File: src/common/timer_params.svh
`ifndef TIMER_PARAMS_SVH
`define TIMER_PARAMS_SVH

// Number of timer channels in the bank.
`define TIMER_NUM_CHANNELS 2

// Register byte offsets inside one channel.
`define TIMER_COUNT_REG_OFFS 32'h0
`define TIMER_RELOAD_REG_OFFS 32'h4
`define TIMER_CONTROL_REG_OFFS 32'h8
`define TIMER_EOI_REG_OFFS 32'hc

// Lowest address bit of the register select.
`define TIMER_REG_LSB 2

// Channel field in the byte address.
`define TIMER_CHAN_LSB 4
`define TIMER_CHAN_WIDTH 4

// Count and reload after reset.
`define TIMER_RESET_COUNT 32'hffff_ffff

`endif

File: src/common/wb_pkg.sv
package wb_pkg;

	// Byte address.
	typedef logic [31:0] wb_addr_t;

	// Data word.
	typedef logic [31:0] wb_data_t;

	// One select bit per byte lane.
	typedef logic [3:0] wb_sel_t;

	// Classic slave handshake states.
	typedef enum logic {
		wb_idle,
		wb_respond
	} wb_state_t;

endpackage

File: src/common/timer_pkg.sv
`include "timer_params.svh"

package timer_pkg;

	// Count and reload value.
	typedef logic [31:0] count_t;

	// Word register within a channel, from the byte offsets.
	typedef enum logic [1:0] {
		reg_count   = 2'(`TIMER_COUNT_REG_OFFS >> `TIMER_REG_LSB),
		reg_reload  = 2'(`TIMER_RELOAD_REG_OFFS >> `TIMER_REG_LSB),
		reg_control = 2'(`TIMER_CONTROL_REG_OFFS >> `TIMER_REG_LSB),
		reg_eoi     = 2'(`TIMER_EOI_REG_OFFS >> `TIMER_REG_LSB)
	} reg_sel_t;

	// Control register with periodic in bit 0.
	typedef struct packed {
		logic irq_enable;
		logic enable;
		logic periodic;
	} ctrl_t;

endpackage

File: src/rtl/timer_bus_fsm.sv
`timescale 1ns/100ps

`include "timer_params.svh"

module timer_bus_fsm (
	input  logic clk,
	input  logic rst,

	input  logic wb_cyc,
	input  logic wb_stb,
	input  logic wb_we,
	input  wb_pkg::wb_addr_t wb_adr,
	input  wb_pkg::wb_data_t wb_dat_w,
	input  wb_pkg::wb_sel_t wb_sel,
	output logic wb_ack,
	output logic wb_err,
	output wb_pkg::wb_data_t wb_dat_r,

	input  wb_pkg::wb_data_t [`TIMER_NUM_CHANNELS-1:0] chan_rd_data,
	output timer_pkg::reg_sel_t reg_sel,
	output wb_pkg::wb_data_t wr_data,
	output logic [`TIMER_NUM_CHANNELS-1:0] wr_en
);

	localparam int chan_idx_w = (`TIMER_NUM_CHANNELS > 1) ?
		$clog2(`TIMER_NUM_CHANNELS) : 1;

	wb_pkg::wb_state_t state;
	wb_pkg::wb_state_t state_next;

	logic [`TIMER_CHAN_WIDTH-1:0] chan;
	logic [chan_idx_w-1:0] chan_idx;
	logic chan_valid;
	logic request;

	assign request = wb_cyc && wb_stb && (state == wb_pkg::wb_idle);

	// Address split into channel and register fields.
	assign chan = wb_adr[`TIMER_CHAN_LSB +: `TIMER_CHAN_WIDTH];
	assign chan_idx = chan[chan_idx_w-1:0];
	assign chan_valid = chan < `TIMER_NUM_CHANNELS;

	assign reg_sel = timer_pkg::reg_sel_t'(wb_adr[`TIMER_REG_LSB +: 2]);

	// Byte selects are not decoded. Every write is a full word.
	assign wr_data = wb_dat_w;

	// One write strobe, for an addressed channel that exists.
	always_comb begin
		wr_en = '0;
		if (request && wb_we && chan_valid) begin
			wr_en[chan_idx] = 1'b1;
		end
	end

	always_comb begin
		state_next = state;
		case (state)
			wb_pkg::wb_idle: begin
				if (request) begin
					state_next = wb_pkg::wb_respond;
				end
			end
			wb_pkg::wb_respond: begin
				// Back to idle so a slow stb drop is not answered twice.
				state_next = wb_pkg::wb_idle;
			end
			default: begin
				state_next = wb_pkg::wb_idle;
			end
		endcase
	end

	always_ff @(posedge clk) begin
		if (rst) begin
			state <= wb_pkg::wb_idle;
		end else begin
			state <= state_next;
		end
	end

	// Response lasts the single respond cycle.
	always_ff @(posedge clk) begin
		if (rst) begin
			wb_ack <= 1'b0;
			wb_err <= 1'b0;
		end else begin
			wb_ack <= request && chan_valid;
			wb_err <= request && !chan_valid;
		end
	end

	// Read word captured at the answering edge.
	always_ff @(posedge clk) begin
		if (request) begin
			if (chan_valid) begin
				wb_dat_r <= chan_rd_data[chan_idx];
			end else begin
				wb_dat_r <= '0;
			end
		end
	end

endmodule

File: src/timer/timer_counter.sv
`timescale 1ns/100ps

`include "timer_params.svh"

module timer_counter (
	input  logic clk,
	input  logic rst,

	input  logic load,
	input  timer_pkg::count_t load_value,
	input  logic enable,
	input  logic periodic,

	output timer_pkg::count_t count,
	output logic at_zero
);

	logic periodic_reload;
	logic decrement;

	assign at_zero = (count == '0);

	// Periodic mode replaces zero with the reload value.
	assign periodic_reload = enable && periodic && at_zero;

	// One-shot mode parks at zero.
	assign decrement = enable && !at_zero;

	always_ff @(posedge clk) begin
		if (rst) begin
			count <= `TIMER_RESET_COUNT;
		end else if (load) begin
			count <= load_value;
		end else if (periodic_reload) begin
			count <= load_value;
		end else if (decrement) begin
			count <= count - timer_pkg::count_t'(1);
		end
	end

endmodule

File: src/timer/timer_channel_regs.sv
`timescale 1ns/100ps

`include "timer_params.svh"

module timer_channel_regs (
	input  logic clk,
	input  logic rst,

	input  logic wr_en,
	input  timer_pkg::reg_sel_t reg_sel,
	input  wb_pkg::wb_data_t wr_data,
	output wb_pkg::wb_data_t rd_data,

	input  timer_pkg::count_t count,
	input  logic at_zero,
	output logic load,
	output timer_pkg::count_t load_value,
	output logic enable,
	output logic periodic,

	output logic irq
);

	timer_pkg::count_t reload_val;
	timer_pkg::ctrl_t ctrl;
	logic pending;
	logic acked;

	logic write_reload;
	logic write_control;
	logic write_eoi;
	logic periodic_reload;
	logic raise;

	assign write_reload = wr_en && (reg_sel == timer_pkg::reg_reload);
	assign write_control = wr_en && (reg_sel == timer_pkg::reg_control);
	assign write_eoi = wr_en && (reg_sel == timer_pkg::reg_eoi);

	// A reload write also loads the count at the same edge.
	assign load = write_reload;
	assign load_value = write_reload ? timer_pkg::count_t'(wr_data) : reload_val;

	assign enable = ctrl.enable;
	assign periodic = ctrl.periodic;

	// Same condition the counter uses for its periodic reload.
	assign periodic_reload = ctrl.enable && ctrl.periodic && at_zero;

	// A fresh zero after a periodic reload is not blocked by an old EOI.
	assign raise = at_zero && ctrl.irq_enable && (!acked || periodic_reload);

	assign irq = pending && ctrl.irq_enable;

	always_ff @(posedge clk) begin
		if (rst) begin
			reload_val <= `TIMER_RESET_COUNT;
			ctrl <= '0;
		end else begin
			if (write_reload) begin
				reload_val <= timer_pkg::count_t'(wr_data);
			end
			if (write_control) begin
				ctrl <= timer_pkg::ctrl_t'(wr_data[$bits(timer_pkg::ctrl_t)-1:0]);
			end
		end
	end

	// EOI wins over a zero seen at the same edge.
	always_ff @(posedge clk) begin
		if (rst) begin
			pending <= 1'b0;
			acked <= 1'b0;
		end else if (write_eoi) begin
			pending <= 1'b0;
			acked <= 1'b1;
		end else begin
			if (load || periodic_reload) begin
				acked <= 1'b0;
			end
			if (raise) begin
				pending <= 1'b1;
			end
		end
	end

	always_comb begin
		rd_data = '0;
		case (reg_sel)
			timer_pkg::reg_count: begin
				rd_data = wb_pkg::wb_data_t'(count);
			end
			timer_pkg::reg_reload: begin
				rd_data = wb_pkg::wb_data_t'(reload_val);
			end
			timer_pkg::reg_control: begin
				rd_data[$bits(timer_pkg::ctrl_t)-1:0] = ctrl;
			end
			default: begin
				// EOI is write only.
				rd_data = '0;
			end
		endcase
	end

endmodule

File: src/rtl/timer_bank_top.sv
`timescale 1ns/100ps

`include "timer_params.svh"

module timer_bank_top (
	input  logic clk,
	input  logic rst,

	input  logic wb_cyc,
	input  logic wb_stb,
	input  logic wb_we,
	input  wb_pkg::wb_addr_t wb_adr,
	input  wb_pkg::wb_data_t wb_dat_w,
	input  wb_pkg::wb_sel_t wb_sel,
	output logic wb_ack,
	output logic wb_err,
	output wb_pkg::wb_data_t wb_dat_r,

	output logic [`TIMER_NUM_CHANNELS-1:0] irq_vec,
	output logic irq
);

	wb_pkg::wb_data_t [`TIMER_NUM_CHANNELS-1:0] chan_rd_data;
	logic [`TIMER_NUM_CHANNELS-1:0] wr_en;
	timer_pkg::reg_sel_t reg_sel;
	wb_pkg::wb_data_t wr_data;

	timer_bus_fsm timer_bus_fsm_inst (
		.clk(clk),
		.rst(rst),
		.wb_cyc(wb_cyc),
		.wb_stb(wb_stb),
		.wb_we(wb_we),
		.wb_adr(wb_adr),
		.wb_dat_w(wb_dat_w),
		.wb_sel(wb_sel),
		.wb_ack(wb_ack),
		.wb_err(wb_err),
		.wb_dat_r(wb_dat_r),
		.chan_rd_data(chan_rd_data),
		.reg_sel(reg_sel),
		.wr_data(wr_data),
		.wr_en(wr_en)
	);

	for (genvar gi = 0; gi < `TIMER_NUM_CHANNELS; gi++) begin : gen_chan
		timer_pkg::count_t count;
		timer_pkg::count_t load_value;
		logic at_zero;
		logic load;
		logic enable;
		logic periodic;

		timer_channel_regs timer_channel_regs_inst (
			.clk(clk),
			.rst(rst),
			.wr_en(wr_en[gi]),
			.reg_sel(reg_sel),
			.wr_data(wr_data),
			.rd_data(chan_rd_data[gi]),
			.count(count),
			.at_zero(at_zero),
			.load(load),
			.load_value(load_value),
			.enable(enable),
			.periodic(periodic),
			.irq(irq_vec[gi])
		);

		timer_counter timer_counter_inst (
			.clk(clk),
			.rst(rst),
			.load(load),
			.load_value(load_value),
			.enable(enable),
			.periodic(periodic),
			.count(count),
			.at_zero(at_zero)
		);
	end

	// Any channel interrupting.
	assign irq = |irq_vec;

endmodule

File: config.mk
export PLATFORM = sky130hd
export DESIGN_NAME = timer_bank_top
export DESIGN_NICKNAME = d
export VERILOG_FILES = /design/src/common/wb_pkg.sv /design/src/common/timer_pkg.sv /design/src/rtl/timer_bus_fsm.sv /design/src/timer/timer_counter.sv /design/src/timer/timer_channel_regs.sv /design/src/rtl/timer_bank_top.sv
export VERILOG_INCLUDE_DIRS = /design/src /design/src/common
export SDC_FILE = /design/constraint.sdc
export NUM_CORES = 1
export LEC_CHECK = 0
export BUFFER_PORTS_ARGS = -buffer_cell sky130_fd_sc_hd__buf_4
export CORE_AREA = 2 2 274 141
export CTS_BUF_LIST = sky130_fd_sc_hd__clkbuf_4
export DETAILED_ROUTE_END_ITERATION = 8
export DIE_AREA = 0 0 276 143
export PLACE_DENSITY = 0.46
export RECOVER_POWER = 50
export SLEW_MARGIN = 10
export SYNTH_ARGS = -nofsm -noshare
export SYNTH_HDL_FRONTEND = slang
export SYNTH_SLANG_ARGS = --single-unit
export TNS_END_PERCENT = 50
File: constraint.sdc
create_clock -name clk -period 3.9 [get_ports clk]
set_input_delay 0.195 -clock clk [delete_from_list [all_inputs] [get_ports clk]]
set_output_delay 0.195 -clock clk [all_outputs]
set_load 0.1 [all_outputs]
[Word-level counts from Yosys, hierarchy flattened]
Index checks and enable logic that the tools add are counted.
Word-level totals
  register bits after elaboration: 173
  input port bits: 73
  output and inout bits: 37
  word-level logic and storage cells: 94
Operators by class
  $add $sub $neg: 2
  order comparisons: 3
  equal/unequal tests: 3
  mux-type cells: 23
  bitwise gates (word level): 1
  reduce and logical (&&, ||, !) cells: 44
Operator list (number)
  32-bit 2-to-1 mux: 10
  29-bit case mux with 2 select lines: 2
  32-bit zero test: 2
  32-bit by 1-bit subtractor with 32-bit output (second input constant): 2
  1-bit logical AND: 25
  3-bit case mux with 3 select lines: 2
  1-bit 2-to-1 mux: 6
  3-bit nonzero test: 2
  2-bit OR reduction: 3
  1-bit zero test: 5
  2-bit equality test (second input constant): 2
  1-bit logical OR: 4
  4-bit by 2-bit less-than comparator with 1-bit output (second input constant): 1
  2-bit nonzero test: 2
  2-bit by 1-bit equality test with 1-bit output (second input constant): 1
  2-bit zero test: 1
  1-bit by 2-bit less-than comparator with 1-bit output (second input constant): 1
  2-bit 2-to-1 mux: 1
  1-bit case mux with 2 select lines: 1
  1-bit demux with 1-bit select: 1
  1-bit greater-or-equal comparator (second input constant): 1
  1-bit inverter: 1

[Logic depth before layout (Yosys ltp)]
Gate-level depths: netlist of run 1.
  word-level depth: 9
  depth in mapped cells: 11
  gate-level depth less buffers: 8

[Cells and area by module]
A second synthesis of run 1 with hierarchy kept.
Unflattened totals
  cells, all modules: 1260
  area total of the unflattened synthesis: 11247.0 um^2
By module, submodules not included
  timer_channel_regs: times used 2, cells an instance 276, area each 2552.4 um^2, sequential area each 740.7 um^2
  timer_counter: times used 2, cells an instance 278, area each 2142.1 um^2, sequential area each 640.6 um^2
  timer_bus_fsm: times used 1, cells an instance 151, area each 1851.8 um^2, sequential area each 1021.0 um^2
  timer_bank_top: times used 1, cells an instance 1, area each 6.3 um^2, sequential area each 0.0 um^2

[Least setup slack after synthesis of run 1]
Ideal clock, no wire load.
  kind: flip-flop to flip-flop
  from: register gen_chan[0].timer_counter_inst.count[14]
  to: register gen_chan[0].timer_counter_inst.count[25]
  setup time: 0.117 ns
  arrival time: 2.838 ns
  slack: 0.945 ns
  cell stages (with the launch flop): 10
  period minus slack after synthesis: 2.955 ns
  cell sequence: dfxtp_1 or4_1 buf_2 or3_1 buf_2 or4_4 buf_6 nor4b_1 a2111o_1 a22o_1
On the way
  word-level cells in the longest chain between the ends: 4
  elaborated cells between the ends (all ways): 9
  classes of those cells: add/sub (1); mux (3); reduce/logical (5)
Ends and longest elaborated chain
  start: declaration: RTL line timer_counter.sv:14  | output timer_pkg::count_t count,
  start signal: assignment: RTL line timer_counter.sv:31  | count <= `TIMER_RESET_COUNT;
  start signal: assignment: RTL line timer_counter.sv:33  | count <= load_value;
  start signal: assignment: RTL line timer_counter.sv:35  | count <= load_value;
  32-bit by 1-bit subtractor with 32-bit output / 32-bit zero test (equally long branches): RTL line timer_counter.sv:37, timer_counter.sv:21
  32-bit 2-to-1 mux, or another cell as far along: RTL line timer_counter.sv:36  | end else if (decrement) begin
  32-bit 2-to-1 mux / 1-bit logical AND (equally long branches): RTL line timer_counter.sv:34, timer_counter.sv:27
  32-bit 2-to-1 mux / 3-bit nonzero test (equally long branches)
Several ways; a longest one is shown, not always the timed one. The select of a mux whose other input is x is not followed.
A chain may end at the register's enable or synchronous reset.

[Worst setup path in the final report of run 1]
  from: register gen_chan[1].timer_counter_inst.count[15]
  to: register gen_chan[1].timer_counter_inst.count[23]
On the way
  word-level cells in the longest chain between the ends: 4
  elaborated cells between the ends (all ways): 9
  classes of those cells: add/sub (1); mux (3); reduce/logical (5)
Ends and longest elaborated chain (RTL line)
  start: declaration: timer_counter.sv:14
  start signal: assignment: timer_counter.sv:31
  start signal: assignment: timer_counter.sv:33
  start signal: assignment: timer_counter.sv:35
  32-bit by 1-bit subtractor with 32-bit output / 32-bit zero test (equally long branches): timer_counter.sv:37, timer_counter.sv:21
  32-bit 2-to-1 mux, or another cell as far along: timer_counter.sv:36
  32-bit 2-to-1 mux / 1-bit logical AND (equally long branches): timer_counter.sv:34, timer_counter.sv:27
  32-bit 2-to-1 mux / 3-bit nonzero test (equally long branches)
Several ways; a longest one is shown, not always the timed one. The select of a mux whose other input is x is not followed.

==> metrics.yaml, run 1 <==
timing:
  tns_ns: 0
  max_freq_ghz: 0.292
  period_minus_slack_ns: 3.43
  period_share: 0.879
  slew_headroom: -0.474
  worst_pin_slew_ns: 2.21
  finalHoldViolations: 0
  fin_ws_ns: 0.472
  setup_viol: 0
  fin_hold_ws_ns: 0.101
  grt_setup_unrepaired: "false"
  clock_skew_ns: 0.0157
  slew_violations: 30
placed_design:
  gp_congestion: 0.905
  dpl_worst_slack_ns: 0.605
  portBuffers: 79
  hpwl_um: 24900
  placed_area_um2: 10300
drt:
  viasPerCell: 5.27
  wl_um: 35200
  drt_first_pass_iters: 9
  detail-route-antenna-nets: 0
  wl_per_cell_um: 21.4
  drc: 6
  drtIter0Drc: 896
  vias: 8670
power_and_ir_drop:
  p_clk_frac: 0.349
  total_power_w: 0.00332
  sequentialPowerShare: 0.557
  combPwrFrac: 0.094
  p_leak_nw: 3.87
  intPower_w: 0.00238
  p_switching_w: 0.000949
  power_density_nw_per_um2: 306
  sw_frac_of_total: 0.285
  peakVddDrop_mv: 0.177
synthesis:
  synthCells: 1047
  synth-seq-cells: 173
  synth_adder_area_share: 0.00273
  syn-num-nets: 1122
  synth-async-reset-ratio: 0
  synth_area_um2: 9170
  ys.warnings.count: 0
  synth_compound_area_frac: 0.181
  synth-edff-count: 32
  synth.avg_cell_area_um2: 8.76
  synth_xor_area_frac: 0.0325
  synth_seq_area_share: 0.412
  synth_top_family_by_area: "simple AND/OR/NAND/NOR gates"
  synthFlopType: "dfxtp_1"
  synth_cell_types: 66
  synthMuxAreaShare: 0.0947
  synth_simple_gate_area_share: 0.236
critical_path:
  slowest_delay_ns: 0.73
  cp.arrival_ns: 4.00
  critical_path.max_fanout: 11
  cp_data_required_time_ns: 4.47
  worstPathCellList: "or4_1, nor4_1, nand4_1, clkbuf_1, and2_1, a311oi_1, a2bb2oi_1"
  slowest_stage: "or4_1"
  worstRegToRegCells: 7
  criticalPathCategory: "reg2reg"
  critPathLaunchType: "register"
  end_kind: "register"
cts:
  clk_pin_slew_ns: 0.15
  cts_resized: 0
  cts_buffer_depth: 2
  clock_latency_ns: 0.63
  cts_tree: "yes"
  root_buffer: "clkbuf_4"
  numCtsBuffers: 17
  cts.sinks: 173
  htreeDepth: 4
status:
  violations: "design-rule violations, max-capacitance violations, max-slew violations"
  outcome: "complete, but fails checks"
global_routing:
  grt_pass1_vias: 8262
  grt-ovfl-total: 0
  grt_pass1_wl_um: 52600
  grt_use_total: 0.179
  antenna_found_initial: 0
  grt_max_degree: 61
final_layout:
  layout-drive-gt1-share: 0.134
  stdcell_area_um2: 10900
  final_common_cell: "nand2_1"
  diodes: 0
  nets: 1213
  layout_common_cells: "159 x nand2_1, 141 x dfxtp_1, 85 x a21oi_1"
  area_growth_pct: 18.6
hold_path:
  hold_path_depth: 5
  hp-class: "in2reg"
floorplan:
  core_area_um2: 36900
  die_h_um: 143
  fp.dieArea_um2: 39500
  num_io_pins: 110
  die_x_um: 276
  fp-row-count: 50
  start_util: 0.249
flow_run:
  maxCapViolCount: 1
worst max-delay path, delay by kind of cell, from the launching register on:
family / cells / cell delay [ns]
simple gates: 4 / 2.01
compound gates: 2 / 0.47
flops: 1 / 0.40
buf+inv: 1 / 0.49
state kept, by name, summed over array words and instances (netlist names):
name / count
gen_chan.timer_channel_regs_inst.acked: 2
gen_chan.timer_channel_regs_inst.ctrl: 2
gen_chan.timer_channel_regs_inst.enable: 2
gen_chan.timer_channel_regs_inst.pending: 2
gen_chan.timer_channel_regs_inst.periodic: 2
gen_chan.timer_channel_regs_inst.reload_val: 64
gen_chan.timer_counter_inst.count: 64
timer_bus_fsm_inst.state: 1
timer_bus_fsm_inst.wb_ack: 1
timer_bus_fsm_inst.wb_dat_r: 32
timer_bus_fsm_inst.wb_err: 1
stage by stage:
stage,util,cells
2_1_floorplan,-,1047
6_report,0.295,1645
3_3_place_gp,0.280,1574
3_5_place_dp,0.280,1574
4_1_cts,0.299,1645
5_1_grt,0.295,1645
timing repair:
action / in CTS / in global routing
setup buffers: 0 / 0
endpoints found under the hold margin: 137 / 0
hold buffers: 39 / 0
area by class of cell:
cell class,count,area [um2]
fill,3996,26000
sequential,173,3780
multi-input combinational,779,5020
tap,494,618
clock inverter,15,173
inverter,13,48.8
clock buffer,17,128
timing repair buffer,154,1110
synthesized netlist by cell type, types with 16 or more instances:
cell type  count  share of area
a21oi_1       85          0.046
xnor2_1       20          0.019
o211ai_1      33          0.027
nand2_1      159          0.065
dfxtp_1      141           0.31
nor2_1        66          0.027
edfxtp_1      32           0.10
nor2b_1       31          0.021
nor3_1        36          0.020
clkbuf_1      66          0.027
o21ai_0       38          0.021
mux2i_1       17          0.019
nand3_1       26          0.014
mux4_2        29          0.071
nor4_1        16          0.011
power groups by stage:
stage          Sequential, W  Combinational, W  Clock [W]
3_5_place_dp         0.00189          0.000295          0
6_report             0.00185          0.000313    0.00116
2_1_floorplan        0.00198         0.0000969          0
4_1_cts              0.00185          0.000325    0.00119
5_1_grt              0.00185          0.000331    0.00125
3_3_place_gp         0.00189          0.000293          0
routing by layer:
layer	global-route usage	vias to the layer above	share of wire
li1	-	4017	-
met1	0.278	4272	0.52
met2	0.241	362	0.38
met3	0.0474	19	0.085
met4	0.0348	0	0.0084
met5	0	-	0
logic make-up after synthesis:
kind of cell,after synthesis
buffers and inverters,95
and+or+nand+nor,438
xor gates and xnor gates,34
DFF,173
adders and majority gates,2
AOI/OAI and AO/OA,255
muxes,50
worst paths after layout:
path	startpoint	endpoint	slack [ns]
worst max-delay path	gen_chan[1].timer_counter_inst.count[15]$_SDFFE_PP1P_	gen_chan[1].timer_counter_inst.count[23]$_SDFFE_PP1P_	0.47
worst min-delay path	wb_cyc	gen_chan[0].timer_channel_regs_inst.acked$_SDFFE_PP0P_	0.10
worst max register to register	gen_chan[1].timer_counter_inst.count[15]$_SDFFE_PP1P_	gen_chan[1].timer_counter_inst.count[23]$_SDFFE_PP1P_	0.47
worst min register to register	register	register	0.47
No activity file was read; power rests on OpenSTA's default activity.
==> inputs of run 2 (changes only) <==
--- a/config.mk
+++ b/config.mk
@@ -11,7 +11,8 @@
 export CTS_BUF_LIST = sky130_fd_sc_hd__clkbuf_4
 export DETAILED_ROUTE_END_ITERATION = 8
 export DIE_AREA = 0 0 276 143
-export PLACE_DENSITY = 0.46
+export GPL_TIMING_DRIVEN = 0
+export PLACE_DENSITY = 0.47
 export RECOVER_POWER = 50
 export SLEW_MARGIN = 10
 export SYNTH_ARGS = -nofsm -noshare
==> constraint.sdc (replaced) <==
create_clock -name clk -period 2.9 [get_ports clk]
set_input_delay 0.145 -clock clk [delete_from_list [all_inputs] [get_ports clk]]
set_output_delay 0.145 -clock clk [all_outputs]
set_load 0.1 [all_outputs]
==> run 2 against run 1 <==
Against the previous run: the run ends with design-rule violations left; setup slack worse by 0.46 ns; maximum frequency is 19% higher; utilization is 1.3 points higher; flip-flop and latch count stayed put; die area stayed put; via count is 12% higher; final area is 4.4% higher; count of clock-buffer cells in the layout is 1 higher; clock skew is 0.019 ns higher.
==> metrics.yaml, run 2 (synthesized netlist as in run 1, its figures left out) <==
hold_path:
  hold_path_depth: 5
  min_from: "wb_adr[6]"
  hp-class: "in2reg"
final_layout:
  largestRegisters: "gen_chan.timer_channel_regs_inst.reload_val (64), gen_chan.timer_counter_inst.count (64), timer_bus_fsm_inst.wb_dat_r (32)"
  final_common_cell: "nand2_1"
  layout_common_cells: "157 x nand2_1, 132 x dfxtp_1, 84 x a21oi_1"
  nets: 1275
  stdcell_area_um2: 11400
  diodes: 0
  finalNonFillerCells: 1707
  layout-drive-gt1-share: 0.174
  area_growth_pct: 23.8
drt:
  viasPerCell: 5.66
  drc: 5
  detail-route-antenna-nets: 0
  drtIter0Drc: 1414
  drt_first_pass_iters: 8
  vias: 9669
  wl_per_cell_um: 26.4
  wl_um: 45000
floorplan:
  core_area_um2: 36900
  start_util: 0.249
  die_x_um: 276
  fp.dieArea_um2: 39500
  num_io_pins: 110
  die_h_um: 143
  fp-row-count: 50
global_routing:
  grt_pass1_wl_um: 64100
  grt_pass1_vias: 8750
  grt_use_total: 0.227
  grt-ovfl-total: 0
  grt_max_degree: 21
  antenna_found_initial: 2
cts:
  cts_buffer_depth: 2
  cts.sinks: 173
  numCtsBuffers: 17
  clock_latency_ns: 0.69
  cts_tree: "yes"
  htreeDepth: 4
  root_buffer: "clkbuf_4"
  clk_pin_slew_ns: 0.15
timing:
  max_freq_ghz: 0.346
  fin_hold_ws_ns: 0.0331
  finalHoldViolations: 0
  setup_viol: 0
  period_minus_slack_ns: 2.89
  slew_headroom: 0.208
  worst_pin_slew_ns: 1.19
  clock_skew_ns: 0.0343
  period_share: 0.996
  slew_violations: 0
  grt_setup_unrepaired: "true"
critical_path:
  criticalPathCategory: "reg2reg"
  critPathLaunchType: "register"
  critical_path.max_fanout: 6
  reg2reg_from: "gen_chan[0].timer_counter_inst.count[19]$_SDFFE_PP1P_"
  end_kind: "register"
  worstPathCellList: "or4_4, or3_1, buf_6, or4_4, buf_12, nor4b_1, a2111o_1, a22o_1"
  crit_end: "gen_chan[0].timer_counter_inst.count[25]$_SDFFE_PP1P_"
  slowest_stage: "or4_4"
  crit_top_cell: "or4_4"
  slowest_delay_ns: 0.59
  worstRegToRegCells: 8
  r2r_setup_slack_ns: 0.01
  r2r_end: "gen_chan[0].timer_counter_inst.count[25]$_SDFFE_PP1P_"
  cp_data_required_time_ns: 3.48
  cp.arrival_ns: 3.47
  critical_path.startpoint: "gen_chan[0].timer_counter_inst.count[19]$_SDFFE_PP1P_"
power_and_ir_drop:
  power_density_nw_per_um2: 386
  peakVddDrop_mv: 0.211
  p_leak_nw: 4.15
placed_design:
  hpwl_um: 32700
  placed_cells: 1620
  gp_congestion: 0.957
  portBuffers: 76
  placed_area_um2: 10400
flow_run:
  maxCapViolCount: 0
status:
  outcome: "complete, but fails checks"
  violations: "design-rule violations"
==> run 2: cell types whose count changed in the layout (fill, tap and decap cells not counted), moves of 6 or more <==
cell,change
buf_4,-8
clkbuf_1,+36
dfxtp_2,+6
clkinvlp_4,-6
clkbuf_2,+12
buf_1,+7
dfxtp_1,-9
==> run 2: routing by layer <==
| metal | share of wire | GRT usage | wire length, um | vias up |
|---|---|---|---|---|
| met2 | 0.36 | 0.288 | 16300 | 681 |
| met1 | 0.48 | 0.356 | 21800 | 4782 |
| met3 | 0.13 | 0.0689 | 6030 | 52 |
| met5 | 0.0010 | 0 | 46 | - |
| li1 | - | - | - | 4152 |
| met4 | 0.019 | 0.0567 | 846 | 2 |
==> run 2: repair_timing <==
action | in CTS | in global routing
hold buffers | 39 | 0
setup buffers | 20 | 2
setup endpoints to repair | 127 | 93
pin swaps | 6 | 2
gates resized for setup | 73 | 35
endpoints found under the hold margin | 136 | 0
==> run 2: power breakdown <==
part           internal, W  switching [W]  total (W)
Sequential         0.00247      0.0000140    0.00248
Combinational     0.000138       0.000332   0.000470
Clock             0.000367        0.00106    0.00143
==> run 2: how the worst min path moves through the flow <==
stage | end | slack, ns
final | gen_chan[0].timer_channel_regs_inst.acked$_SDFFE_PP0P_ | 0.03
after detailed placement | register | 0.36
after floorplan | register | 0.24
after global placement | register | 0.35
after global routing | gen_chan[0].timer_channel_regs_inst.acked$_SDFFE_PP0P_ | 0.05
after CTS | register | 0.03
==> run 2: area by class of cell <==
type / instances / area [um2]
tap: 494 / 618
clock inverter: 14 / 111
inverter: 13 / 50.0
clock buffer: 18 / 135
buffer: 76 / 383
multi-input combinational: 779 / 5210
sequential: 173 / 3800
timing repair buffer: 140 / 1040
fill: 3944 / 25600
==> run 2: worst max-delay path: cells and delay by family, from the launching register on <==
| family | cells | cell delay (ns) |
|---|---|---|
| and+or+nand+nor | 4 | 1.65 |
| AOI/OAI and AO/OA | 2 | 0.47 |
| DFF | 1 | 0.38 |
| buffers and inverters | 2 | 0.30 |
==> run 2: through the flow <==
step	utilization	setup WS, ns	setup TNS (ns)	total power, W
CTS	0.310	0.0138	0	0.00439
floorplan	-	0.00542	0	0.00279
detailed placement	0.282	-1.46	-110.23	0.00297
global route	0.308	-0.0223	-0.0766	0.00451
finish	0.308	0.0103	0	0.00438
global placement	0.281	-2.53	-213.78	0.00297
==> inputs of run 3 (changes only) <==
--- a/config.mk
+++ b/config.mk
@@ -6,11 +6,12 @@
 export SDC_FILE = /design/constraint.sdc
 export NUM_CORES = 1
 export LEC_CHECK = 0
+export ABC_AREA = 1
 export BUFFER_PORTS_ARGS = -buffer_cell sky130_fd_sc_hd__buf_4
-export CORE_AREA = 2 2 274 141
+export CORE_AREA = 2 2 296 152
 export CTS_BUF_LIST = sky130_fd_sc_hd__clkbuf_4
 export DETAILED_ROUTE_END_ITERATION = 8
-export DIE_AREA = 0 0 276 143
+export DIE_AREA = 0 0 298 154
 export GPL_TIMING_DRIVEN = 0
 export PLACE_DENSITY = 0.47
 export RECOVER_POWER = 50
==> run 3 against run 2 <==
Against the previous run: the flow now finishes without violations; total power is 11% higher; area after synthesis up 17%; clock skew decreased by 0.00088 ns; sequential share of layout area decreased by 3.5 points; die area is 16% higher; combinational power up 34%; wire length rose by 13%; maximum frequency rose by 7.5%; largest power group unchanged.
==> metrics.yaml, run 3 <==
status:
  outcome: "finished clean"
critical_path:
  cp.arrival_ns: 3.32
  slowest_delay_ns: 0.55
  end_kind: "register"
  slowest_stage: "dlygate4sd3_1"
  cp_data_required_time_ns: 3.53
  r2r_setup_slack_ns: 0.22
  criticalPathCategory: "in2reg"
  critical_path.max_fanout: 10
  worstPathCellList: "dlygate4sd3_1, clkbuf_4, nor2_1, dlygate4sd3_1, nand2_1, nor2_4, nand3_1, inv_2, buf_2, nand2_1, nand2_1, nand2_1, nand2_1, nand2_1, nand2_1"
  crit_family: "buffers and inverters"
  crit_buf_inv: 5
  crit_top_cell: "nand2_1"
  critPathLaunchType: "input pin"
global_routing:
  antenna_found_initial: 0
  grt_max_degree: 24
  grt-ovfl-total: 0
  grt_pass1_vias: 10752
  grt_pass1_wl_um: 72300
  grt_use_total: 0.218
synthesis:
  synth_cell_types: 40
  synth_seq_area_share: 0.354
  synth-async-reset-ratio: 0
  synth-edff-count: 32
  synth-seq-cells: 173
  syn-num-nets: 1805
  yosys-top-cells-area: "dfxtp_1 26%, nand2_1 26%, edfxtp_1 9.0%"
  synthTopCellsByCount: "729 x nand2_1, 177 x inv_1, 141 x dfxtp_1"
  synth_top_area_frac: 0.264
  synthCells: 1730
  synth.most_common_cell: "nand2_1"
  ys.warnings.count: 0
  synth_top_area_cell: "dfxtp_1"
  synthFlopType: "dfxtp_1"
  synth.avg_cell_area_um2: 6.18
  synth_area_um2: 10700
power_and_ir_drop:
  power_density_nw_per_um2: 384
  peakVddDrop_mv: 0.227
  p_leak_nw: 6.12
floorplan:
  fp-row-count: 54
  num_io_pins: 110
  start_util: 0.248
  die_h_um: 154
  die_x_um: 298
  fp.dieArea_um2: 45900
  core_area_um2: 43100
drt:
  detail-route-antenna-nets: 0
  drt_first_pass_iters: 5
  viasPerCell: 4.96
  drtIter0Drc: 1726
  drc: 0
  wl_um: 50700
  vias: 12268
  wl_per_cell_um: 20.5
timing:
  worst_pin_slew_ns: 1.20
  fin_hold_ws_ns: 0.0454
  slew_headroom: 0.204
  period_minus_slack_ns: 2.69
  finalHoldViolations: 0
  grt_setup_unrepaired: "false"
  tns_ns: 0
  max_freq_ghz: 0.372
  slew_violations: 0
  period_share: 0.927
  clock_skew_ns: 0.0334
  setup_viol: 0
  fin_ws_ns: 0.212
flow_run:
  maxCapViolCount: 0
final_layout:
  multi_input_area_um2: 5820
  nets: 1945
  largestRegisters: "gen_chan.timer_channel_regs_inst.reload_val (64), gen_chan.timer_counter_inst.count (64), timer_bus_fsm_inst.wb_dat_r (32)"
  area_growth_pct: 18.1
  final_common_cell: "nand2_1"
  layout_common_cells: "729 x nand2_1, 178 x inv_1, 141 x dfxtp_1"
  diodes: 0
  regArea_um2: 3780
  fillers: 5018
  layout-drive-gt1-share: 0.0743
cts:
  htreeDepth: 4
  clock_latency_ns: 0.69
  cts_buffer_depth: 2
  clk_pin_slew_ns: 0.15
  numCtsBuffers: 17
  post_cts_buffers: 0
  cts.sinks: 173
  root_buffer: "clkbuf_4"
  cts_tree: "yes"
placed_design:
  portBuffers: 78
  gp_congestion: 0.994
  dpl_worst_slack_ns: 0.354
  hpwl_um: 41500
hold_path:
  hp-class: "in2reg"
[run 3: cell types whose count changed after synthesis, sizes merged, moves of 17 or more]
cell    delta
inv      +169
o211ai    -33
nand2    +575
nand4     +64
mux2i     -17
nand3     +84
buf       +33
nor2      +65
nor3      -29
clkbuf    -31
nor2b     -31
o21ai     +55
a21oi     -17
mux4      -29
[run 3: through the flow]
step	cell area [um2]	total power, W	utilization	instances
2_1_floorplan	10700	0.00290	-	1730
3_3_place_gp	12000	0.00314	0.279	2396
3_5_place_dp	12000	0.00314	0.279	2397
4_1_cts	12800	0.00488	0.297	2471
5_1_grt	12600	0.00500	0.293	2471
6_report	12600	0.00485	0.293	2471
[run 3: worst paths after layout]
check / depth (start not counted) / startpoint / to
worst max-delay path: 15 / wb_adr[6] / gen_chan[1].timer_counter_inst.count[4]$_SDFFE_PP1P_
worst min-delay path: 5 / wb_we / gen_chan[0].timer_channel_regs_inst.reload_val[7]$_SDFF_PP1_
worst max register to register: 12 / gen_chan[1].timer_counter_inst.count[0]$_SDFFE_PP1P_ / gen_chan[1].timer_counter_inst.count[25]$_SDFFE_PP1P_
worst min register to register: 2 / gen_chan[1].timer_channel_regs_inst.pending$_SDFFE_PP0P_ / gen_chan[1].timer_channel_regs_inst.pending$_SDFFE_PP0P_
[run 3: cells by family (layout without fill, tap and decap cells)]
group | count (synthesis) | after routing | synth area share
AOI/OAI and AO/OA | 171 | 171 | 0.0837
and+or+nand+nor | 1086 | 1086 | 0.432
buffers and inverters | 266 | 419 | 0.102
DFF | 173 | 173 | 0.354
adders and majority gates | 2 | 2 | 0.00234
xor gates and xnor gates | 32 | 32 | 0.0262
[run 3: cell type report]
type | count | share of cell area
clock inverter | 11 | 0.0133
clock buffer | 21 | 0.0125
multi-input combinational | 1291 | 0.461
tap | 588 | 0.0582
buffer | 84 | 0.0322
sequential | 173 | 0.300
timing repair buffer | 121 | 0.0691
inverter | 182 | 0.0545
[run 3: layer usage]
metal  part of all wire  vias up  GRT usage
li1                   -     5776          -
met1               0.53     5822      0.366
met2               0.33      641      0.250
met3               0.14       29     0.0731
met4             0.0096        0     0.0373
met5                  0        -          0
[run 3: repair_timing]
item / 4_1_cts / 5_1_grt
resized for setup: 0 / 0
endpoints found under the hold margin: 143 / 0
hold buffers: 42 / 0
[run 3: where the power goes]
| part | internal, W | total, W | switching, W |
|---|---|---|---|
| registers | 0.00248 | 0.00250 | 0.0000164 |
| clock network | 0.000721 | 0.00173 | 0.00101 |
| logic | 0.000158 | 0.000631 | 0.000473 |
[run 3: worst reg2reg max path, stage by stage, from the launching register on]
cell,delay [ns]
dfxtp_1,0.35
inv_1,0.12
ha_1,0.33
nand2_2,0.14
nor2_4,0.26
nand2_4,0.11
nor2_1,0.29
nand2_1,0.28
buf_2,0.34
nand2_1,0.17
nand2_1,0.06
nand2_1,0.06
nand2_1,0.05
